**config.mk**
```make
export PLATFORM = sky130hd
export DESIGN_NAME = xorshift_core
export DESIGN_NICKNAME = d
export VERILOG_FILES = /design/src/rtl/prng_pkg.sv /design/src/rtl/xorshift_core.sv
export SDC_FILE = /design/constraint.sdc
export NUM_CORES = 1
export LEC_CHECK = 0
export BUFFER_PORTS_ARGS = -buffer_cell sky130_fd_sc_hd__buf_2
export CAP_MARGIN = 10
export CELL_PAD_IN_SITES_DETAIL_PLACEMENT = 2
export CELL_PAD_IN_SITES_GLOBAL_PLACEMENT = 2
export CORE_ASPECT_RATIO = 0.75
export CORE_UTILIZATION = 36
export CTS_CLUSTER_DIAMETER = 50
export CTS_CLUSTER_SIZE = 8
export DETAILED_ROUTE_END_ITERATION = 8
export GPL_TIMING_DRIVEN = 0
export PLACE_DENSITY_LB_ADDON = 0.05
export SLEW_MARGIN = 20
export SYNTH_ARGS = -nofsm -noshare
export SYNTH_HDL_FRONTEND = slang
export SYNTH_SLANG_ARGS = --single-unit
```
**constraint.sdc**
```tcl
create_clock -name fpga_clk_50 -period 5 [get_ports fpga_clk_50]
set_input_delay 0.5 -clock fpga_clk_50 [delete_from_list [all_inputs] [get_ports fpga_clk_50]]
set_output_delay 0.5 -clock fpga_clk_50 [all_outputs]
set_load 0.05 [all_outputs]
```
**src/rtl/prng_pkg.sv**
```systemverilog
// Random generator shared types

package prng_pkg;

    // ==================================================
    // data types
    // ==================================================

    typedef logic [31:0] prng_word_t;           // one engine word, one ram word

    // xorshift locks up at zero, so a zero seed maps here
    localparam prng_word_t SEED_FALLBACK = 32'h2545f491;

    // ==================================================
    // control from the fsm to the datapath
    // ==================================================

    typedef struct packed {
        logic load;                             // take seed, clear address
        logic run;                              // step, write ram, advance address
    } gen_ctrl_t;

    // ==================================================
    // fsm states
    // ==================================================

    typedef enum logic [1:0] {
        IDLE = 2'd0,                            // waiting for start
        LOAD = 2'd1,                            // single seed cycle
        GEN  = 2'd2,                            // one word per cycle
        DONE = 2'd3                             // hold generated until clear
    } gen_state_t;

endpackage : prng_pkg

```
**src/rtl/xorshift_core.sv**
```systemverilog
// Xorshift engine

`timescale 1ns/10ps

module xorshift_core
    import prng_pkg::*;
(
    input  logic       fpga_clk_50,
    input  logic       hps_fpga_reset_n,
    input  gen_ctrl_t  ctrl,
    input  prng_word_t seed,                    // sampled on load
    output prng_word_t next_word                // step of the current state
);

    // ==================================================
    // one xorshift32 step
    // ==================================================

    function automatic prng_word_t step(input prng_word_t x);
        prng_word_t y;
        y = x ^ (x << 13);
        y = y ^ (y >> 17);
        y = y ^ (y << 5);
        return y;
    endfunction

    // ==================================================
    // engine state
    // ==================================================

    prng_word_t state;

    always_ff @(posedge fpga_clk_50 or negedge hps_fpga_reset_n) begin
        if (!hps_fpga_reset_n) begin
            state <= SEED_FALLBACK;             // never zero, even before a load
        end else if (ctrl.load) begin
            state <= (seed == '0) ? SEED_FALLBACK : seed;
        end else if (ctrl.run) begin
            state <= step(state);               // one word per run cycle
        end
    end

    assign next_word = step(state);             // word i is step^(i+1) of the seed

    // zero is a fixed point of the step and must never be reached
    state_nonzero_a : assert property (
        @(posedge fpga_clk_50) disable iff (!hps_fpga_reset_n)
        state != '0
    );

endmodule : xorshift_core

```
* Word level (Yosys, flattened, before mapping)
Cells that the tools add are included.
Word-level totals: flip-flop bits (word level) 32, input bits 36, output and inout port bits 32, word-level logic and storage cells 9
Operators by class: mux-type cells 3, bitwise logic cells 3, reductions and logical operators 2
Operators with widths (number):
- 32-bit two-way mux | 3
- 32-bit bitwise XOR | 2
- 32-bit logical NOT | 1
- 32-bit by 15-bit bitwise XOR with 32-bit output | 1
- 2-bit nonzero test | 1

* Longest topological paths before layout
word-level depth 5, mapped depth 5, depth with buffers taken out 4

* Worst setup path before layout
OpenSTA, ideal clock, no wires.
kind register -> output, from register state[12], to output next_word[13], data arrival time 2.537 ns, data required time 4.500 ns, path slack 1.963 ns, stages on the path, launching flop included 5, buffers on the path 1, path through dfstp_2 > buf_2 > xor2_1 > xnor2_1 > xor2_1
Between the ends: word-level cells in the longest chain between the ends 3
RTL lines:
- from (decl) | RTL line xorshift_core.sv:31 | prng_word_t state;
- from (signal assigned) | RTL line xorshift_core.sv:37 | state <= (seed == '0) ? SEED_FALLBACK : seed;
- from (signal assigned) | RTL line xorshift_core.sv:39 | state <= step(state);
- 32-bit bitwise XOR | RTL line xorshift_core.sv:21 | y = x ^ (x << 13);
- 32-bit by 15-bit bitwise XOR with 32-bit output | RTL line xorshift_core.sv:22 | y = y ^ (y >> 17);
- 32-bit bitwise XOR | RTL line xorshift_core.sv:23 | y = y ^ (y << 5);
- to (decl) | RTL line xorshift_core.sv:12 | output prng_word_t next_word
Every way passes these cells.

* Worst setup path after layout
from register state[4], to output next_word[5]
The elaborated chain is that of the path after synthesis.

==> flow_metrics.tcl <==
set metrics [dict create \
    cts_resized 0 \
    dpl.hpwl_um 7263 \
    post-route-min-period_ps 2544 \
    route.detailed.drc 0 \
    rsz0062_at_grt "false" \
    hp-class "in -> async" \
    syn_nets 284 \
    numCtsBuffers 5 \
    outcome "completed" \
    grt_pass1_wl_um 14100 \
    avgSynthCellArea_um2 10.61 \
    drtIter0Drc 78 \
    critPathKind "reg -> out" \
    ys.flop_type "dfrtp_1" \
    final_core_util_pct 45.81 \
    finClkSkew_ps 5.857 \
    final_layout_size_suffix_gt1_share_pct 31.99 \
    cts_num_sinks 32 \
    setup_viol 0 \
    top_regs "state x32" \
    clk_latency_ps 300 \
    syn_area_um2 2631 \
    critPathMaxStageDelay_ps 520 \
    grt_pass1_vias 2361 \
    track_usage_pct 25.75 \
    synth.top_cell.area_share_pct 17.12 \
    grt_max_degree 33 \
    coreArea_um2 6929 \
    final_max_slew_viol_count 0 \
    async_flop_share_pct 100.0 \
    drv_cap 0 \
    fin_cells 420 \
    regMostFlops "state" \
    io_pins 68 \
    critPathTopFamily "XOR/XNOR gates" \
    final_common_cell "buf_2" \
    clk_pin_slew_worst_paths_ps 70 \
    synth_seq_area_share_pct 31.10 \
    n_antenna_cell 0 \
    synthDistinctLibCells 32 \
    ant_nets 0 \
    cts_max_path_buffers 2 \
    cp-start-kind "flop" \
    dp.cells 412 \
    critPathLaunch "state[4]" \
    overflow 0 \
    arrival_ps 2040 \
    areaGrowthSynthToFinish_pct 20.64 \
    die_height_um 76.04 \
    fp.dieW_um 100.7 \
    cts_root_buf "clkbuf_8" \
    required_ps 4500 \
    final_nets 357 \
    max_slew.worst_pin.slew_ps 802.8 \
    final-seq-area_um2 818.3 \
    wl_per_cell_um 22.26 \
    rr_startpoint "state[11]" \
    cts_hold_buffers 0 \
    synth-edff-count 0 \
    fp.dieArea_um2 7659 \
    critPathCaptureType "output port" \
    critPathMaxFanout 5 \
    num-fill-cells 781 \
    place.gp.congestion 0.7760 \
    cts_tree "built" \
    hold_viol_final 0 \
    portBuffers 66 \
    largest_reg_flops 32 \
    dr_total_vias 2199 \
    synthCells 248 \
    critical_path.n_buffers_inverters 2 \
    final_cell_mix "buf_2, xnor2_1, nand2_1" \
    vias_per_cell 5.236 \
    ys_ff_latch 32 \
    worst_hold_slack_ps 287.2 \
    fmax_mhz 393.1 \
    relSlewSlack_pct 46.48 \
    multi_input_area_um2 1692 \
    antenna_found_initial 0 \
    post-route-period-util_pct 50.88 \
    row_count 26 \
    crit_chain "clkbuf_1, xnor2_2, xor3_1, buf_2" \
    h-tree-depth 2 \
    slowest_stage "dfstp_2" \
    initial_core_util_pct 37.97 \
    drt_wl_total_um 9351 \
    ys.warnings.count 0 \
    setup_tns_ps 0 \
    synth_top_cell_by_area "dfrtp_1" \
    yosys-top-cells-area "dfrtp_1, dfstp_2, xnor2_1" \
    first_pass_iters 4 \
    post_cts_buffers 0 \
]
==> worst reg2reg max path, delay by kind of cell (launching register included) <==
kind	cells	cell delay, ps
xor+xnor	2	790
compound gates	1	220
simple gates	1	330
flops	1	480
==> cell type report <==
class	count	share of cell area, %
Multi-Input combinational cell	194	53.29
Sequential cell	32	25.78
Timing Repair Buffer	66	10.41
Tap cell	98	3.863
Buffer	20	3.587
Clock buffer	8	2.838
Inverter	2	0.2365
==> final timing paths <==
path / endpoint / slack, ps / cells past startpoint
max: next_word[5] / 2460 / 4
min: state[20] / 290 / 1
max reg2reg: state[7] / 3100 / 4
min reg2reg: state[30] / 600 / 2
max in group asynchronous: state[9] / 4200 / 1
min in group fpga_clk_50: state[3] / 440 / 3
==> routing by layer <==
layer | routed length [um] | track usage (%) | up-vias | share of wire (%)
met5 | 0 | 0 | - | 0
met4 | 102 | 6.087 | 0 | 1.1
li1 | - | - | 1008 | -
met2 | 4375 | 42.05 | 71 | 47
met3 | 510 | 3.853 | 11 | 5.5
met1 | 4364 | 35.97 | 1109 | 47
==> cells by family after synthesis <==
group | count (synthesis) | share of synthesized area (%)
flip-flops | 32 | 31.10
AO/OA/AOI/OAI | 50 | 11.36
AND/OR/NAND/NOR | 54 | 10.27
multiplexers | 14 | 5.326
buffers and inverters | 22 | 4.613
XOR/XNOR | 76 | 37.33
==> per-stage QoR <==
stage          area, um2  setup slack (ps)
3_3_place_gp        3084              2811
6_report            3174              2456
3_5_place_dp        3084              2747
5_1_grt             3174              2378
4_1_cts             3174              2421
2_1_floorplan       2631              1963
==> synthesized netlist by cell type (2+ instances only) <==
master	instances
and4_1	5
clkbuf_8	2
o21ai_0	19
xor3_1	3
xnor2_1	37
a21oi_1	13
nor4_1	8
dfstp_2	14
xor2_1	13
a211oi_1	11
nor2_1	12
mux2i_1	14
clkbuf_1	11
a32oi_1	2
nor2b_1	5
or3_1	2
xnor3_1	14
inv_1	2
dfrtp_1	18
nand2_1	20
xnor2_2	7
buf_2	4
a22oi_1	3
Power is left out: the tool's default activity adds up to more than one toggle a clock period on the data nets, which glitch-free logic cannot reach.
