`src/rtl/prng_pkg.sv`:
```
// Random generator shared types

package prng_pkg;

    // ==================================================
    // data types
    // ==================================================

    typedef logic [31:0] prng_word_t;           // one engine word, one ram word

    // xorshift locks up at zero, so a zero seed maps here
    localparam prng_word_t SEED_FALLBACK = 32'h2545f491;

    // ==================================================
    // control from the fsm to the datapath
    // ==================================================

    typedef struct packed {
        logic load;                             // take seed, clear address
        logic run;                              // step, write ram, advance address
    } gen_ctrl_t;

    // ==================================================
    // fsm states
    // ==================================================

    typedef enum logic [1:0] {
        IDLE = 2'd0,                            // waiting for start
        LOAD = 2'd1,                            // single seed cycle
        GEN  = 2'd2,                            // one word per cycle
        DONE = 2'd3                             // hold generated until clear
    } gen_state_t;

endpackage : prng_pkg

```
`src/rtl/word_counter.sv`:
```
// Write address counter

`timescale 1ns/10ps

module word_counter
    import prng_pkg::*;
#(
    parameter int ADDR_W = 15                   // log2 of the ram depth
) (
    input  logic              fpga_clk_50,
    input  logic              hps_fpga_reset_n,
    input  gen_ctrl_t         ctrl,
    output logic [ADDR_W-1:0] wr_addr,
    output logic              last
);

    // ==================================================
    // address register
    // ==================================================

    always_ff @(posedge fpga_clk_50 or negedge hps_fpga_reset_n) begin
        if (!hps_fpga_reset_n) begin
            wr_addr <= '0;
        end else if (ctrl.load) begin
            wr_addr <= '0;                      // new pass starts at word 0
        end else if (ctrl.run) begin
            wr_addr <= wr_addr + 1'b1;          // wraps after the last word
        end
    end

    assign last = &wr_addr;                     // all ones, final word

    // the pass ends on the last run edge, counter must come back to zero
    wrap_a : assert property (
        @(posedge fpga_clk_50) disable iff (!hps_fpga_reset_n)
        (ctrl.run && last) |=> (wr_addr == '0)
    );

endmodule : word_counter

```
`config.mk`:
```
export PLATFORM = sky130hd
export DESIGN_NAME = word_counter
export DESIGN_NICKNAME = d
export VERILOG_FILES = /design/src/rtl/prng_pkg.sv /design/src/rtl/word_counter.sv
export SDC_FILE = /design/constraint.sdc
export NUM_CORES = 1
export LEC_CHECK = 0
export BUFFER_PORTS_ARGS = -buffer_cell sky130_fd_sc_hd__buf_4
export CORE_MARGIN = 4
export CORE_UTILIZATION = 40
export CTS_CLUSTER_DIAMETER = 120
export CTS_CLUSTER_SIZE = 28
export DETAILED_ROUTE_END_ITERATION = 8
export GPL_ROUTABILITY_DRIVEN = 1
export PLACE_DENSITY = 0.65
export SLEW_MARGIN = 25
export SYNTH_ARGS = -nofsm -noshare
export SYNTH_HDL_FRONTEND = slang
export SYNTH_SLANG_ARGS = --single-unit
```
`constraint.sdc`:
```
create_clock -name fpga_clk_50 -period 3.2 [get_ports fpga_clk_50]
set_input_delay 0.32 -clock fpga_clk_50 [delete_from_list [all_inputs] [get_ports fpga_clk_50]]
set_output_delay 0.32 -clock fpga_clk_50 [all_outputs]
set_load 0.02 [all_outputs]
```
# Word-level counts from Yosys, hierarchy flattened
# Index checks and enable logic that the tools add are counted.
[classes] div=0 mul=0 add_sub_neg=1 n_shift=0 n_lt_le_gt_ge=0 bitwise_logic=0 n_mux=2 eq_ne=0 n_reduce_logical=2
[op_table] operator="$mux 15" n=2
[op_table] operator="$add 15x1->15 const B" n=1
[op_table] operator="$reduce_and 15->1" n=1
[op_table] operator="$reduce_bool 2->1" n=1
[totals] latchBits=0 register_bits=15 ramBits=0 memories=0 rom_bits=0 out_inout_bits=16

# Logic depth before layout (Yosys ltp)
[logic_depth] word_depth=3 mapped_depth=4 mapped_depth_nobuf=4

# Worst setup path after synthesis
# No wires, ideal clock.
[synth_timing] path_kind="register to output" start="register wr_addr[0]" end="output port last" stages_incl_launch_ff=4 t_required_ns=2.880 n_path_buf=0 t_arrival_ns=1.623 setup_slack_ns=1.257 path_cell_list="dfrtp_1 ha_1 nand4_1 nor4_1"
[synth_via] elab_chain_cells=1
[synth_rtl] element="start: declaration" line="word_counter.sv:13" rtl="output logic [ADDR_W-1:0] wr_addr,"
[synth_rtl] element="start signal: assignment" line="word_counter.sv:27" rtl="wr_addr <= wr_addr + 1'b1;"
[synth_rtl] element="$reduce_and 15->1" line="word_counter.sv:31" rtl="assign last = &wr_addr;"
[synth_rtl] element="end: declaration" line="word_counter.sv:14" rtl="output logic last"
# No other way between the ends.

# Final worst setup path
[layout_timing] start="register wr_addr[1]" end="output port last"
# The elaborated chain is that of the path after synthesis.

==> flow_summary.yaml <==
worst_setup_path:
  r2r_setup_slack_ns: 1.57
  start_kind: "register"
  worst-r2r-cell-count: 4
  cp.required_ns: 2.88
  rr_endpoint: "wr_addr[14]"
  crit_fanout: 6
  path_class: "register to output pin"
  worstPathArrival_ns: 1.60
  worst_setup_path_end_kind: "output pin"
  worstReg2RegStart: "wr_addr[1]"
floorplanning:
  initial_utilization_pct: 42.3
  num_io_pins: 20
  rows: 16
  die_x_um: 53.5
  die_area_um2: 2870
  chipHeight_um: 53.5
  coreArea_um2: 1960
power:
  leakagePower_nw: 0.429
  vdd_drop_max_uv: 221
  p_per_area_nw_per_um2: 332
cells_and_area:
  fin_area_um2: 1020
  syn2layout_area_growth_pct: 22.8
  nNetsFinal: 108
  n_antenna_cell: 0
  largest_register_ffs: 15
  n_fill_cell: 198
  top_register: "wr_addr"
  utilization_pct: 51.9
  layout-drive-gt1-share_pct: 28.4
  largestRegisters: "wr_addr x15"
sta:
  fin_skew_ns: 0.00486
  final-max-slew-violation-count: 0
  finalSetupViolations: 0
  final-hold-violation-count: 0
  max_freq_mhz: 521
  rsz0062_at_grt: "false"
  period_needed_ns: 1.92
  worst_pin_slew_ns: 0.333
  finalCritPeriodShare_pct: 60.0
  maxSlewHeadroom_pct: 77.8
  final.setup.tns_ns: 0
clock_network:
  clock_latency_ns: 0.28
  path_clk_slew_ns: 0.09
  cts_setup_buffers: 0
  cts_buffers: 3
  ctsHtreeMaxLevel: 1
  cts_tree: "yes"
  cts.sinks: 15
  cts_max_path_buffers: 2
  root_buffer: "clkbuf_4"
grt:
  grt_overflow: 0
  grt.total_usage_pct: 14.5
  grt_pass1_wl_um: 2950
  grt-busiest-layer: "met2"
  antenna_found_initial: 0
  use_met2_pct: 21.0
  grt_util_met1_pct: 19.7
  gr-usage-met3_pct: 3.05
  grt_max_degree: 23
  grt_pass1_vias: 665
place:
  place.gp.congestion: 0.763
  placed_area_um2: 982
  port_buffers: 19
  place_hpwl_um: 1250
job:
  drv_cap: 0
logic_synthesis:
  synthAdderAreaFrac_pct: 1.51
  synth_area_leaders: "dfrtp_1, mux2_2, nor2_1"
  synth-seq-cells: 15
  synth_top_family_by_area: "simple AND/OR/NAND/NOR gates"
  synth_xor_xnor_area_share_pct: 4.22
  synth_compound_area_share_pct: 14.8
  synth.distinct_cells: 25
  synth_top_area_share_pct: 45.2
  yosys.area.top_type: "dfrtp_1"
  synth_area_um2: 830
  syn_inst: 82
  ys_warn_count: 0
  yosysSeqAreaShare_pct: 45.2
  yosys.area_share.simple_pct: 23.8
  synthMuxAreaShare_pct: 6.64
  synth_area_per_cell_um2: 10.1
  syn_nets: 87
run_status:
  outcome: "complete, no violations"
min_path:
  hold_class: "input pin to register"
  worstHoldStart: "ctrl[0]"
  hold_depth: 3
  min_to: "wr_addr[0]"
drt:
  drtIter0Drc: 11
  drc_errors: 0
  vias_per_cell: 5.43
  routed_wl_um: 1820
  postRouteAntennaNets: 0
  dr_total_vias: 700
  dr.pass1.iters: 4
  wl_per_cell_um: 14.1
-- placed cells by master, fill, tap and decap left out, drive strengths merged --
cell type and instances:
buf 19, dfrtp 15, nor2 9, a21oi 6, nand2 5, nor4 5, nor2b 4, mux2 4
o31ai 4, or4 4, nand4 4, clkbuf 4, nand3 3, o21ai 3, xor2 2, xnor2 2
inv 2, or3 2, mux2i 1, o211ai 1, o2111ai 1, ha 1, dlygate4sd3 1
-- worst max path at each step --
| stage | from | end | slack (ns) | cells after the start |
|---|---|---|---|---|
| 6_report | wr_addr[1] | last | 1.28 | 4 |
| 5_1_grt | wr_addr[0] | last | 1.11 | 4 |
| 4_1_cts | wr_addr[0] | last | 1.27 | 4 |
| 3_5_place_dp | wr_addr[1] | wr_addr[14] | 1.58 | 4 |
| 3_3_place_gp | wr_addr[5] | wr_addr[13] | 1.63 | 3 |
| 2_1_floorplan | wr_addr[0] | last | 1.26 | 3 |
-- cells by family after synthesis --
| family | Yosys count |
|---|---|
| AO/OA/AOI/OAI | 15 |
| XOR/XNOR | 4 |
| adder cells (fa/ha/maj) | 1 |
| buffers and inverters | 6 |
| flip-flops | 15 |
| multiplexers | 5 |
| AND/OR/NAND/NOR | 36 |
-- cell type report --
class	instances	area (um^2)	share of cell area, %
clock buffer	4	26.3	2.58
timing repair buffer	20	153	15.0
inverter	2	7.51	0.737
sequential	15	375	36.9
multi-input combinational	61	423	41.5
tap	27	33.8	3.32
-- cell usage after synthesis --
cell / instances
dfrtp_1: 15
nor2_1: 9
a21oi_1: 6
nand2_1: 5
nor4_1: 5
mux2_2: 4
nor2b_1: 4
o31ai_1: 4
or4_1: 4
nand3_1: 3
nand4_1: 3
o21ai_0: 3
inv_1: 2
or3_1: 2
xnor2_1: 2
xor2_1: 2
buf_1: 1
buf_2: 1
buf_6: 1
clkbuf_1: 1
ha_1: 1
mux2i_1: 1
nand4_2: 1
o2111ai_4: 1
o211ai_4: 1
-- per-stage QoR --
stage	total power, mW	worst slack [ns]	hold slack, ns	instances
after floorplan	0.216	1.26	0.0244	82
after global placement	0.230	1.63	0.188	124
after detailed placement	0.230	1.58	0.188	124
after CTS	0.342	1.27	0.376	129
after global routing	0.352	1.11	0.391	129
final	0.338	1.28	0.375	129
-- layer usage --
layer	vias to the layer above	share of wire [%]	wire length (um)
met4	0	1.5	27
li1	341	-	-
met5	-	0	0
met1	340	48	867
met3	4	4.5	82
met2	15	46	845
-- power breakdown --
| group | total, mW | internal, mW | switching [mW] |
|---|---|---|---|
| logic | 0.0303 | 0.0109 | 0.0194 |
| clock network | 0.111 | 0.0484 | 0.0624 |
| registers | 0.197 | 0.192 | 0.00493 |
| total | 0.338 | 0.251 | 0.0867 |
-- critical path, cell delays in order, from the launching register on --
cell	delay, ns
dfrtp_1	0.46
ha_1	0.27
nand4_1	0.15
nor4_1	0.25
buf_4	0.19
-- repair_timing --
item,4_1_cts,5_1_grt
gates resized for setup,0,0
hold buffers,1,0
endpoints found under the hold margin,15,0
Power figures use the tool's default switching activity.
