### config.mk
export PLATFORM = sky130hd
export DESIGN_NAME = heartbeat_blinker
export DESIGN_NICKNAME = d
export VERILOG_FILES = /design/src/rtl/heartbeat_blinker.sv
export SDC_FILE = /design/constraint.sdc
export NUM_CORES = 1
export LEC_CHECK = 0
export BUFFER_PORTS_ARGS = -buffer_cell sky130_fd_sc_hd__buf_2
export CORE_ASPECT_RATIO = 0.9
export CORE_UTILIZATION = 37
export CTS_CLUSTER_DIAMETER = 120
export DETAILED_ROUTE_END_ITERATION = 6
export GPL_ROUTABILITY_DRIVEN = 0
export PLACE_DENSITY = 0.62
export SYNTH_ARGS = -nofsm -noshare
export SYNTH_HDL_FRONTEND = slang
export SYNTH_SLANG_ARGS = --single-unit
### constraint.sdc
create_clock -name fpga_clk_50 -period 2.3 [get_ports fpga_clk_50]
set_clock_uncertainty 0.1 [all_clocks]
set_input_delay 0.46 -clock fpga_clk_50 [delete_from_list [all_inputs] [get_ports fpga_clk_50]]
set_output_delay 0.46 -clock fpga_clk_50 [all_outputs]
set_load 0.005 [all_outputs]
### src/rtl/heartbeat_blinker.sv
// Heartbeat LED divider

`timescale 1ns/10ps

module heartbeat_blinker #(
    parameter int HALF_PERIOD = 25000000        // clocks per led level
) (
    input  logic fpga_clk_50,
    input  logic hps_fpga_reset_n,
    output logic led_heartbeat
);

    localparam int CNT_W = (HALF_PERIOD > 1) ? $clog2(HALF_PERIOD) : 1;
    localparam logic [CNT_W-1:0] CNT_MAX = CNT_W'(HALF_PERIOD - 1);

    logic [CNT_W-1:0] count;

    always_ff @(posedge fpga_clk_50 or negedge hps_fpga_reset_n) begin
        if (!hps_fpga_reset_n) begin
            count         <= '0;
            led_heartbeat <= 1'b0;              // dark out of reset
        end else if (count == CNT_MAX) begin
            count         <= '0;
            led_heartbeat <= ~led_heartbeat;    // toggle each half period
        end else begin
            count         <= count + 1'b1;
        end
    end

endmodule : heartbeat_blinker

---- Yosys cells after proc, flatten, opt, wreduce, memory -nomap -nowiden ----
Index checks and enable logic that the tools add are counted.
word-level totals
  input port bits ......................... 2
  bits in registers ....................... 26
  output and inout bits ................... 1
  word-level logic and storage cells ...... 6
cells by class
  bitwise operators ....................... 1
  equality and inequality tests ........... 1
  add/subtract/negate cells ............... 1
  muxes and demuxes ....................... 1
operator list
  cell                                            count
  adder 25 x 1 -> 25 bit (second input constant)  1
  == test 25 bit (second input constant)          1
  2-to-1 mux 25 bit                               1
  inverter 1 bit                                  1

---- Longest topological paths before layout ----
  word-level depth ........................ 2
  depth in mapped cells ................... 7
  gate-level depth less buffers ........... 5

---- Least setup slack after synthesis ----
OpenSTA, ideal clock, no wires.
  kind .................................... register -> register
  start ................................... register count[0]
  end ..................................... register count[19]
  setup time .............................. 0.130 ns
  path buffers ............................ 2
  data arrival time ....................... 1.521 ns
  required time ........................... 2.070 ns
  stages on the path, launching flop included .. 8
  period minus slack after synthesis ...... 1.750 ns
  slack ................................... 0.550 ns
  cell sequence ........................... dfrtp_1 > ha_1 > and3_1 > buf_2 > nand2_1 > nor4_4 > buf_4 > a21oi_1
between the ends
  word-level cells in the longest chain between the ends .. 2
  elaborated cells between the ends (all ways) .. 3
  those cells by class .................... add/sub (1); eq/ne (1); mux (1)
ends and longest elaborated chain
  item                                                      RTL line  RTL
  from (decl)                                               16        logic [CNT_W-1:0] count;
  from (signal assigned)                                    26        count <= count + 1'b1;
  adder 25 x 1 -> 25 bit or == test 25 bit (tied branches)  26, 22
  2-to-1 mux 25 bit *                                       22        end else if (count == CNT_MAX) begin
Every way passes the cells marked *; elsewhere a longest branch is shown, timed or not.
A chain may end at the register's enable or synchronous reset.

---- Worst setup path in the final report ----
  start ................................... register count[0]
  end ..................................... register count[24]
The elaborated chain is that of the path after synthesis.

==> impl_results.rst <==
.. list-table::
   :header-rows: 1

   * - Metric
     - Value
   * - Outcome
     - finished, final reports clean
   * - Internal power
     - 0.0006904 W
   * - Most common cell after layout, fill and taps aside
     - sky130_fd_sc_hd__dfrtp_1
   * - Ports
     - 3
   * - Final slew viol count
     - 0
   * - Sequential share of power
     - 54.0%
   * - Largest net degree at the start of global routing
     - 27
   * - Net switching power
     - 0.0001559 W
   * - Number of gates resized after CTS
     - 0
   * - NumNets Final
     - 133
   * - Gr ovfl total
     - 0
   * - Worst-case register-to-register setup slack
     - 290 ps
   * - Worst hold-check path type
     - input port to asynchronous set/reset pin
   * - Critical path data required time
     - 2360 ps
   * - Switching share of total power
     - 18.42%
   * - First-pass GRT wire length
     - 4.057 mm
   * - Drt total wl
     - 2.330 mm
   * - Number of setup violations in the final report
     - 0
   * - PnR Total Power
     - 0.0008463 W
   * - Worst EP arrival
     - 2070 ps
   * - Max-capacitance violation count
     - 0
   * - Die Span X
     - 65.17 um
   * - Number of unique standard cell types used by synthesis
     - 32
   * - Upper clock frequency limit
     - 496.8 MHz
   * - Placeable Area
     - 0.003403 sq mm
   * - Post-synthesis net count
     - 130
   * - Dominant synthesized flop cell
     - sky130_fd_sc_hd__dfrtp_1
   * - Average cell area after synthesis
     - 10.46 sq um
   * - Setup slack at placement
     - 278.3 ps
   * - Clock insertion delay at the later pin of the skew report
     - 280 ps
   * - Total negative setup slack
     - 0 ps
   * - Static Leakage
     - 0.6291 nW
   * - H-tree level count
     - 1
   * - Combined area of all synthesized cells
     - 0.001329 sq mm
   * - Clock-pin slew on the worst setup and hold paths
     - 90 ps
   * - Global routing usage summed across all routing layers
     - 14.10%
   * - CP Launch Type
     - flop
   * - Most frequent cells in the layout
     - 26 x sky130_fd_sc_hd__dfrtp_1, 10 x sky130_fd_sc_hd__nand3_1, 9 x sky130_fd_sc_hd__a21oi_1, 7 x sky130_fd_sc_hd__nand2_1
   * - Number of synthesis warnings
     - 0
   * - Number of cell instances on the worst register-to-register path
     - 6
   * - Flops & latches, synth
     - 26
   * - Combinational cell fraction of total power
     - 1.0%
   * - Number of buffers added to fix hold violations after cts
     - 0
   * - Number of instances in the synthesized netlist
     - 127
   * - Minimum clock period
     - 2013 ps
   * - Post-layout worst setup margin
     - 287.2 ps
   * - Final count of hold timing violations
     - 0
   * - Number of vias per cell after detailed routing
     - 5.410
   * - Count of port buffers added during placement
     - 2
   * - Final std cells w/o fill
     - 173
   * - Relative area change from synthesis to final layout
     - 8.192%
   * - Cell type contributing the most total cell area after synthesis
     - sky130_fd_sc_hd__dfrtp_1
   * - Critical path start-end classification
     - flop to flop
   * - Transition time at the pin with the least slew margin
     - 552.1 ps
   * - CP Capture Type
     - flop
   * - Worst flop-to-flop path endpoint
     - count[24]$_DFF_PN0_
   * - Vias post-DR
     - 936
   * - Antenna violations before repair
     - 0
   * - Top fanout value on the critical path
     - 10
   * - Average wire per standard cell
     - 13.47 um
   * - Total power per unit cell area
     - 588.7 mW/mm^2
   * - Clk network pwr share
     - 45.0%
   * - Die Footprint
     - 0.003835 sq mm
   * - Synth top area share
     - 48.96%
   * - Share of post-route cells with drive strength above 1
     - 10.85%
   * - Unrepaired setup endpoints after global routing
     - no
   * - Fraction of registers with async set or reset after synthesis
     - 100.0%
   * - Top post-synthesis cells by area
     - sky130_fd_sc_hd__dfrtp_1 49%, sky130_fd_sc_hd__xnor2_1 4.0%, sky130_fd_sc_hd__xor2_1 4.0%, sky130_fd_sc_hd__nand3_1 3.8%, sky130_fd_sc_hd__a21oi_1 3.4%
   * - Row cnt
     - 20
   * - Via count of the first global-routing pass
     - 883
   * - Placed instance count
     - 169
   * - Antenna Diode Count
     - 0
   * - Setup fix buffers added after clock tree synthesis
     - 0
   * - Tightest slew margin relative to the limit
     - 63.19%
   * - CTS tree
     - yes
   * - Starting DRC count in detailed routing
     - 11
   * - Starting utilization of the core area
     - 39.04%
   * - Inserted Clock Buffers
     - 3
   * - Number of flops mapped to enable cells by yosys
     - 0
   * - Height of the chip
     - 58.85 um
   * - Worst ir drop on vdd
     - 313.7 uV
   * - Fraction of the cycle the final worst path needs
     - 87.51%
   * - Post-detailed-route DRC marker count
     - 0
   * - Clock tree sinks
     - 26
   * - HPWL after detailed placement
     - 1.668 mm
   * - Clk root buf
     - sky130_fd_sc_hd__clkbuf_8
   * - Buffer depth of the longest clock path
     - 2
   * - Antenna-violating nets left
     - 0
   * - R2R Path Start
     - count[0]$_DFF_PN0_
   * - Iteration count of the initial detailed-routing pass
     - 4
   * - Proportion of synthesized chip area in sequential cells
     - 48.96%
-- registers in the layout, indices dropped and copies added (netlist names) --
signal / count
led_heartbeat: 1
count: 25
-- how the worst max path moves through the flow --
stage                     slack [ps]  depth (start not counted)                   to                from
after CTS                        260                          6  count[21]$_DFF_PN0_  count[0]$_DFF_PN0_
final                            290                          6  count[24]$_DFF_PN0_  count[0]$_DFF_PN0_
after global routing              60                          5  count[20]$_DFF_PN0_  count[0]$_DFF_PN0_
after floorplan                  550                          7  count[19]$_DFF_PN0_  count[0]$_DFF_PN0_
after detailed placement         280                          6  count[21]$_DFF_PN0_  count[0]$_DFF_PN0_
after global placement           340                          6  count[12]$_DFF_PN0_  count[0]$_DFF_PN0_
-- final cells by class --
class	count	area (sq um)
Fill cell	339	1966
Multi-Input combinational cell	92	628.1
Sequential cell	26	650.6
Clock inverter	1	30.03
Clock buffer	3	41.29
Inverter	4	15.01
Tap cell	44	55.05
Timing Repair Buffer	3	17.52
-- kinds of logic after synthesis --
| logic type | count (synthesis) | share of synthesized area (%) |
|---|---|---|
| AND/OR/NAND/NOR | 57 | 28.53 |
| flip-flops | 26 | 48.96 |
| AO/OA/AOI/OAI | 21 | 9.134 |
| XOR/XNOR | 12 | 7.910 |
| buffers and inverters | 9 | 3.766 |
| multiplexers | 1 | 0.7533 |
| adder cells (fa/ha/maj) | 1 | 0.9415 |
-- through the flow --
stage / utilization (%) / cell area, sq um / hold WS, ps
finish: 42.24 / 1438 / 59.07
global route: 42.24 / 1438 / 107.1
global placement: 40.15 / 1366 / 356.4
CTS: 42.24 / 1438 / 84.79
detailed placement: 40.15 / 1366 / 359.0
floorplan: - / 1329 / 64.41
-- worst max-delay path: stages, from the launching register on --
cell	delay, ps
sky130_fd_sc_hd__dfrtp_1	400
sky130_fd_sc_hd__ha_1	190
sky130_fd_sc_hd__and3_1	280
sky130_fd_sc_hd__nand2_1	220
sky130_fd_sc_hd__nor4_4	400
sky130_fd_sc_hd__buf_4	250
sky130_fd_sc_hd__a21oi_1	60
-- power groups by stage --
stage,sequential [W],clock [W],combinational (W)
2_1_floorplan,0.000466,0,0.000000000256
3_3_place_gp,0.000466,0,0.00000957
3_5_place_dp,0.000466,0,0.00000981
4_1_cts,0.000457,0.000390,0.00000977
5_1_grt,0.000457,0.000407,0.0000111
6_report,0.000457,0.000381,0.00000873
-- layer usage --
metal | track usage [%] | up-vias | routed length (um)
met2 | 20.47 | 9 | 1040
met5 | 0 | - | 0
met1 | 19.63 | 449 | 1193
li1 | - | 473 | -
met3 | 4.651 | 5 | 64
met4 | 4.969 | 0 | 32
-- synth_stat cells (2+ instances only) --
master	count
sky130_fd_sc_hd__and3_1	3
sky130_fd_sc_hd__nand3_1	10
sky130_fd_sc_hd__nand4_2	2
sky130_fd_sc_hd__or4_1	4
sky130_fd_sc_hd__xnor2_1	6
sky130_fd_sc_hd__xor2_1	6
sky130_fd_sc_hd__inv_1	4
sky130_fd_sc_hd__nor3_1	3
sky130_fd_sc_hd__o31ai_1	5
sky130_fd_sc_hd__buf_4	4
sky130_fd_sc_hd__o21ai_0	6
sky130_fd_sc_hd__dfrtp_1	26
sky130_fd_sc_hd__a21oi_1	9
sky130_fd_sc_hd__nand2_1	7
sky130_fd_sc_hd__and4_1	3
sky130_fd_sc_hd__nor2_1	5
sky130_fd_sc_hd__or3_1	5
sky130_fd_sc_hd__nand2b_1	2
sky130_fd_sc_hd__nand4_1	4
No activity file was read; power rests on OpenSTA's default activity.
