==> src/rtl/prng_pkg.sv <==
// Random generator shared types

package prng_pkg;

    // ==================================================
    // data types
    // ==================================================

    typedef logic [31:0] prng_word_t;           // one engine word, one ram word

    // xorshift locks up at zero, so a zero seed maps here
    localparam prng_word_t SEED_FALLBACK = 32'h2545f491;

    // ==================================================
    // control from the fsm to the datapath
    // ==================================================

    typedef struct packed {
        logic load;                             // take seed, clear address
        logic run;                              // step, write ram, advance address
    } gen_ctrl_t;

    // ==================================================
    // fsm states
    // ==================================================

    typedef enum logic [1:0] {
        IDLE = 2'd0,                            // waiting for start
        LOAD = 2'd1,                            // single seed cycle
        GEN  = 2'd2,                            // one word per cycle
        DONE = 2'd3                             // hold generated until clear
    } gen_state_t;

endpackage : prng_pkg

==> src/rtl/gen_fsm.sv <==
// Generation sequence FSM

`timescale 1ns/10ps

module gen_fsm
    import prng_pkg::*;
(
    input  logic      fpga_clk_50,
    input  logic      hps_fpga_reset_n,
    input  logic      start,                    // host level
    input  logic      fsm_clear,                // host level, wins over start
    input  logic      last,                     // final address from the counter
    output gen_ctrl_t ctrl,
    output logic      generated,
    output logic      led_start
);

    // ==================================================
    // state register
    // ==================================================

    gen_state_t state;
    gen_state_t state_next;

    always_comb begin
        state_next = state;                     // hold by default
        if (fsm_clear) begin
            state_next = IDLE;                  // clear beats everything
        end else begin
            case (state)
                IDLE: begin
                    if (start) begin
                        state_next = LOAD;
                    end
                end
                LOAD: begin
                    state_next = GEN;           // one cycle only
                end
                GEN: begin
                    if (last) begin
                        state_next = DONE;      // last run cycle
                    end
                end
                DONE: begin
                    state_next = DONE;          // start alone never restarts
                end
                default: begin
                    state_next = IDLE;
                end
            endcase
        end
    end

    always_ff @(posedge fpga_clk_50 or negedge hps_fpga_reset_n) begin
        if (!hps_fpga_reset_n) begin
            state     <= IDLE;
            generated <= 1'b0;
        end else begin
            state     <= state_next;
            generated <= (state_next == DONE);  // rises on the done entry edge
        end
    end

    // ==================================================
    // decode
    // ==================================================

    assign ctrl.load = (state == LOAD);
    assign ctrl.run  = (state == GEN);
    assign led_start = (state == GEN);          // lit for the whole pass

    // load and run go to the counter and the engine, they must not overlap
    ctrl_exclusive_a : assert property (
        @(posedge fpga_clk_50) disable iff (!hps_fpga_reset_n)
        !(ctrl.load && ctrl.run)
    );

    // status flop must track the state register
    generated_done_a : assert property (
        @(posedge fpga_clk_50) disable iff (!hps_fpga_reset_n)
        generated |-> (state == DONE)
    );

endmodule : gen_fsm

==> config.mk <==
export PLATFORM = sky130hd
export DESIGN_NAME = gen_fsm
export DESIGN_NICKNAME = d
export VERILOG_FILES = /design/src/rtl/prng_pkg.sv /design/src/rtl/gen_fsm.sv
export SDC_FILE = /design/constraint.sdc
export NUM_CORES = 1
export LEC_CHECK = 0
export ABC_CLOCK_PERIOD_IN_PS = 1300
export BUFFER_PORTS_ARGS = -buffer_cell sky130_fd_sc_hd__buf_2
export CAP_MARGIN = 15
export CORE_AREA = 2 2 39 41
export DETAILED_ROUTE_END_ITERATION = 7
export DIE_AREA = 0 0 41 43
export PLACE_DENSITY = 0.35
export SLEW_MARGIN = 20
export SYNTH_ARGS = -nofsm -noshare
export SYNTH_HDL_FRONTEND = slang
export SYNTH_SLANG_ARGS = --single-unit
export TNS_END_PERCENT = 5
==> constraint.sdc <==
create_clock -name fpga_clk_50 -period 1.3 [get_ports fpga_clk_50]
set_input_delay 0.065 -clock fpga_clk_50 [delete_from_list [all_inputs] [get_ports fpga_clk_50]]
set_output_delay 0.065 -clock fpga_clk_50 [all_outputs]
set_load 0.05 [all_outputs]
## Word level (Yosys, flattened, before mapping)

Index checks and enable logic that the tools add are counted.

| operators by class | value |
|---|---|
| shifts and indexed selects | 0 |
| add/sub/neg operators | 0 |
| $lt $le $gt $ge | 0 |
| reductions and logical operators | 1 |
| eq/ne operators | 4 |
| div/mod/pow operators | 0 |
| mux-type cells | 4 |
| bitwise operators | 0 |
| multipliers | 0 |

Operators with widths:

| cell | count |
|---|---|
| $pmux W2 S4 | 1 |
| $eq A2 B2 Y1 const B | 3 |
| $mux W2 | 3 |
| $eq A2 B1 Y1 const B | 1 |
| $logic_not A2 Y1 | 1 |

| storage, ports and cells | value |
|---|---|
| register bits after elaboration | 3 |
| bits in writable memories | 0 |
| logic and storage cells | 11 |
| latch bits | 0 |
| memories | 0 |
| bits of input ports | 5 |
| output and inout port bits | 4 |
| ROM bits | 0 |

## Depth between registers and ports, before layout

Gate-level depths: netlist of run 1.

| depth | value |
|---|---|
| word-level depth | 4 |
| mapped depth | 2 |
| mapped depth without buffers | 2 |

## Worst setup path after synthesis of run 1

No wires, ideal clock.

| path | value |
|---|---|
| path type | register to output |
| start | register state[1] |
| end | output port ctrl[1] (netlist bit) |
| path buffers | 0 |
| data arrival time | 1.090 ns |
| data required time | 1.235 ns |
| cell stages (with the launch flop) | 2 |
| setup slack | 0.145 ns |
| cells stage by stage | dfrtp_1 nor2b_1 |

RTL lines:

| item | line | source |
|---|---|---|
| start, declared | gen_fsm.sv:22 | `gen_state_t state;` |
| start signal, assigned | gen_fsm.sv:59 | `state <= state_next;` |
| end, declared | gen_fsm.sv:13 | `output gen_ctrl_t ctrl,` |

## Worst setup path in the final report of run 1

| path | value |
|---|---|
| start | register state[0] |
| end | output port led_start |

| between the ends | value |
|---|---|
| longest elaborated chain between the ends | 1 |

RTL lines:

| item | line | source |
|---|---|---|
| $eq A2 B2 Y1 | gen_fsm.sv:70 | `assign led_start = (state == GEN);` |
| end, declared | gen_fsm.sv:15 | `output logic led_start` |

Every way passes these cells.

==> metrics.yaml, run 1 <==
status: "complete, no violations"
avgSynthCellArea_um2: 10.6
relSlewSlack: 0.835
max_freq_mhz: 860
grt_max_degree: 6
post-route-min-period_ns: 1.16
powerDensity_nw_per_um2: 1560
cts_buffers: 3
cts_tree: "built"
grt_pass1_vias: 117
max_stage_delay_ns: 0.40
wl_um: 284
nNetsFinal: 30
post_cts_buffers: 0
io_pins: 9
path_cells: "and2b_2, buf_2"
crit_fanout: 5
worstPathArrival_ns: 1.10
p_leak_uw: 0.000116
portBuffers: 8
ys.warnings.count: 0
critical_path_class: "reg -> out"
hold_viol_final: 0
vias: 114
final_antenna_net_count: 0
dpl_cell_area_um2: 180
clk_latency_ns: 0.23
grt-ovfl-total: 0
fin_skew_ns: 0.00167
grt_antenna_before_repair: 0
tightest_slew_ns: 0.249
final_max_slew_viol_count: 0
clk_pin_slew_ns: 0.03
holdCritPathClass: "in -> reg"
n_antenna_cell: 0
finalSetupViolCount: 0
remaining_drc_errors: 0
fin_setup_tns_ns: 0
power.total_uw: 338
area_delta_synth_final_pct: 69.6
initial_core_util: 0.0922
slowest_stage: "dfrtp_1"
ir_drop_mv: 0.293
start_kind: "flip-flop"
drt_iter0_markers: 0
die_w_um: 41
wl_per_cell_um: 7.10
design_area_um2: 216
rsz0062_at_grt: "no"
cp.required_ns: 1.24
dp_cells: 35
syn_inst: 12
maxCapViolCount: 0
syn-cell-area_um2: 128
seq_area_frac_synth: 0.588
endpoint_kind: "output port"
clk_path_buf_depth: 2
grt_usage: 0.0513
htree_levels: 1
dr.pass1.iters: 1
syn_nets: 17
ff2ff_setup_slack_ns: 0.31
layout-drive-gt1-share: 0.500
core_area_um2: 1380
placement_rows: 14
synth_cell_type_count: 8
die_y_um: 43
clkSinkCount: 3
dieArea_um2: 1760
grt_pass1_wl_um: 489
avgViaCountPerCell: 2.85
cts-root-buf: "clkbuf_4"
post-route-period-util: 0.895
place.gp.congestion: 0.595
instances_no_fill: 40
ys_seq_elements: 3
-- cell usage in the layout, fill, tap and decap left out, drive strengths merged --
master / count
a21oi: 1
clkbuf: 4
nor2: 3
buf: 8
and2b: 1
or3b: 1
dlygate4sd3: 1
o21ai: 1
dfrtp: 3
nor2b: 1
-- path summary, 6_finish.rpt --
check,from,end,depth (start not counted)
max,state[0],led_start,2
max reg2reg,state[0],state[0],2
min reg2reg,state[0],state[1],2
min,fsm_clear,state[0],2
max in group asynchronous,hps_fpga_reset_n,state[0],2
min in group asynchronous,hps_fpga_reset_n,generated,2
-- final cells by class --
type,count,area (um2)
fill,169,1170
sequential,3,75.1
timing repair buffer,9,50.0
multi-input combinational,8,45.0
clock buffer,4,26.3
tap,16,20.0
-- what timing repair did --
| item | in CTS | in global routing |
|---|---|---|
| hold buffers | 1 | 0 |
| resized for setup | 0 | 0 |
| endpoints found under the hold margin | 3 | 0 |
| setup endpoints to repair | 0 | 0 |
-- worst max-delay path: cells and delay by family, from the launching register on --
family | cells | cell delay [ns]
AND/OR/NAND/NOR | 1 | 0.22
flip-flops | 1 | 0.40
buffers and inverters | 1 | 0.25
-- cells by family (layout without fill, tap and decap cells) --
| family | count (synthesis) | in the layout | share of synthesized area |
|---|---|---|---|
| AOI/OAI and AO/OA | 2 | 2 | 0.0784 |
| buffers and inverters | 1 | 13 | 0.0588 |
| DFF | 3 | 3 | 0.588 |
| and+or+nand+nor | 6 | 6 | 0.275 |
-- cells in the mapped netlist, drive strengths merged --
master,count,share of area
a21oi,1,0.039
and2b,1,0.069
buf,1,0.059
dfrtp,3,0.59
nor2,3,0.088
nor2b,1,0.049
o21ai,1,0.039
or3b,1,0.069
-- sequential cells by signal (all words and copies together), names as in the netlist --
signal / count
state: 2
generated: 1
-- metal layers --
metal / vias up / share of wire / GRT usage / routed length [um]
li1: 61 / - / - / -
met1: 42 / 0.48 / 0.0550 / 135
met2: 9 / 0.32 / 0.0406 / 91
met3: 2 / 0.18 / 0.0628 / 51
met4: 0 / 0.014 / 0.0600 / 4
met5: - / 0 / 0 / 0
-- power by group --
group / total [uW] / switching, uW / internal, uW
clock network: 161 / 46.4 / 115
logic: 69.2 / 47.8 / 21.4
registers: 107 / 6.18 / 101
total: 338 / 100 / 237
-- per-stage QoR --
stage | setup slack, ns | util | hold slack, ns
5_1_grt | 0.0352 | 0.156 | 0.0221
3_3_place_gp | 0.345 | 0.130 | -0.140
6_report | 0.137 | 0.156 | 0.0281
2_1_floorplan | 0.145 | - | -0.231
3_5_place_dp | 0.315 | 0.130 | -0.136
4_1_cts | 0.115 | 0.156 | 0.0122
No activity file was read; power rests on OpenSTA's default activity.
==> run 2: changes to the inputs <==
--- a/config.mk
+++ b/config.mk
@@ -8,10 +8,12 @@
 export ABC_CLOCK_PERIOD_IN_PS = 1300
 export BUFFER_PORTS_ARGS = -buffer_cell sky130_fd_sc_hd__buf_2
 export CAP_MARGIN = 15
+export CELL_PAD_IN_SITES_DETAIL_PLACEMENT = 2
+export CELL_PAD_IN_SITES_GLOBAL_PLACEMENT = 2
 export CORE_AREA = 2 2 39 41
 export DETAILED_ROUTE_END_ITERATION = 7
 export DIE_AREA = 0 0 41 43
-export PLACE_DENSITY = 0.35
+export PLACE_DENSITY = 0.48
 export SLEW_MARGIN = 20
 export SYNTH_ARGS = -nofsm -noshare
 export SYNTH_HDL_FRONTEND = slang
==> run 2 against run 1 <==
  * Maximum frequency shrank 0.65%
  * Count of clock-buffer cells in the layout is the same
  * Hold slack lost 0.0058 ns
  * Sequential share of layout area is the same
  * Core utilization is the same
==> metrics.yaml, run 2 (synthesized netlist as in run 1, its figures left out) <==
cp.required_ns: 1.24
nNetsFinal: 30
wl_per_cell_um: 8.33
mostFrequentLayoutCells: "buf_2 (8), nor2_1 (3), clkbuf_4 (3), dfrtp_1 (3)"
maxCapViolCount: 0
drt_iter0_markers: 0
postLayoutCoreUtil: 0.156
tightest_slew_ns: 0.251
vias: 123
avgViaCountPerCell: 3.08
final_common_cell: "buf_2"
finalSetupViolCount: 0
p_leak_uw: 0.000116
final_max_slew_viol_count: 0
remaining_drc_errors: 0
start_kind: "flip-flop"
grt_pass1_wl_um: 531
dieArea_um2: 1760
slowest_stage: "dfrtp_1"
status: "complete, no violations"
post_cts_buffers: 0
initial_core_util: 0.0922
post-route-period-util: 0.901
rsz0062_at_grt: "no"
instances_no_fill: 40
endpoint_kind: "output port"
htree_levels: 1
relSlewSlack: 0.834
placement_rows: 14
cts_tree: "built"
die_y_um: 43
critical_path_class: "reg -> out"
top_register: "state"
wl_um: 333
cts_buffers: 3
ff2ff_setup_slack_ns: 0.29
clk_latency_ns: 0.23
layout-drive-gt1-share: 0.500
fillCellCount: 168
area_delta_synth_final_pct: 69.6
place.gp.congestion: 0.513
clkSinkCount: 3
n_antenna_cell: 0
crit_buf_inv: 1
path_cells: "and2b_2, buf_2"
powerDensity_nw_per_um2: 1560
fin_setup_tns_ns: 0
fin_skew_ns: 0.00105
hold_viol_final: 0
grt-ovfl-total: 0
grt_max_degree: 6
grt_usage: 0.0542
clk_path_buf_depth: 2
ir_drop_mv: 0.321
core_area_um2: 1380
grt_pass1_vias: 123
io_pins: 9
max_stage_delay_ns: 0.40
final_antenna_net_count: 0
cts-root-buf: "clkbuf_4"
max_freq_mhz: 854
cpLargestDelayFamily: "flip-flops"
dr.pass1.iters: 1
die_w_um: 41
holdCritPathClass: "in -> reg"
grt_antenna_before_repair: 0
worstPathArrival_ns: 1.11
crit_fanout: 5
portBuffers: 8
largest_register_ffs: 2
post-route-min-period_ns: 1.17
reg.largest.list: "state x2, generated x1"
clk_pin_slew_ns: 0.03
dp_cells: 35
==> run 2: cell counts in the layout (fill, tap and decap cells not counted) <==
No cell type changed its count.
==> run 2: repair_timing <==
item,4_1_cts,5_1_grt
hold endpoints to repair,3,0
gates resized for setup,0,0
endpoints found under the setup margin,0,0
hold buffers,1,0
==> run 2: routing by layer <==
| metal | vias to the layer above | global-route usage | routed length (um) |
|---|---|---|---|
| met5 | - | 0 | 0 |
| met4 | 0 | 0.0600 | 0 |
| met3 | 0 | 0.0628 | 45 |
| met2 | 9 | 0.0500 | 113 |
| met1 | 51 | 0.0547 | 174 |
| li1 | 63 | - | - |
==> run 2: stage by stage <==
| step | instance area, um2 | total power (uW) | hold slack [ns] | worst slack [ns] |
|---|---|---|---|---|
| after floorplan | 128 | 160 | -0.231 | 0.145 |
| after global placement | 180 | 177 | -0.134 | 0.329 |
| after detailed placement | 180 | 178 | -0.134 | 0.304 |
| after CTS | 216 | 349 | 0.0138 | 0.114 |
| after global routing | 216 | 370 | 0.0207 | 0.0687 |
| final | 216 | 337 | 0.0223 | 0.129 |
==> run 2: area by class of cell <==
cell class | count | area (um2) | area share
tap | 16 | 20.0 | 0.0925
multi-input combinational | 8 | 45.0 | 0.208
sequential | 3 | 75.1 | 0.347
timing repair buffer | 9 | 50.0 | 0.231
clock buffer | 4 | 26.3 | 0.121
==> run 2: final timing paths <==
path / from / endpoint / cells past startpoint
max in group asynchronous: hps_fpga_reset_n / generated / 2
worst min register to register: state[0] / state[1] / 2
worst min-delay path: fsm_clear / generated / 2
worst max register to register: state[0] / state[0] / 2
min in group asynchronous: hps_fpga_reset_n / state[1] / 2
worst max-delay path: state[0] / ctrl[0] / 2
==> run 2: report_power, final <==
| group | leakage, uW | total [uW] | internal [uW] | switching [uW] |
|---|---|---|---|---|
| combinational | 0.0000610 | 71.0 | 21.4 | 49.5 |
| clock | 0.0000150 | 159 | 115 | 44.0 |
| sequential | 0.0000402 | 107 | 101 | 6.52 |
==> run 2: worst register-to-register path, cell delays in order, from the launching register on <==
cell and delay [ns]:
dfrtp_1 0.40, or3b_1 0.38, a21oi_1 0.15
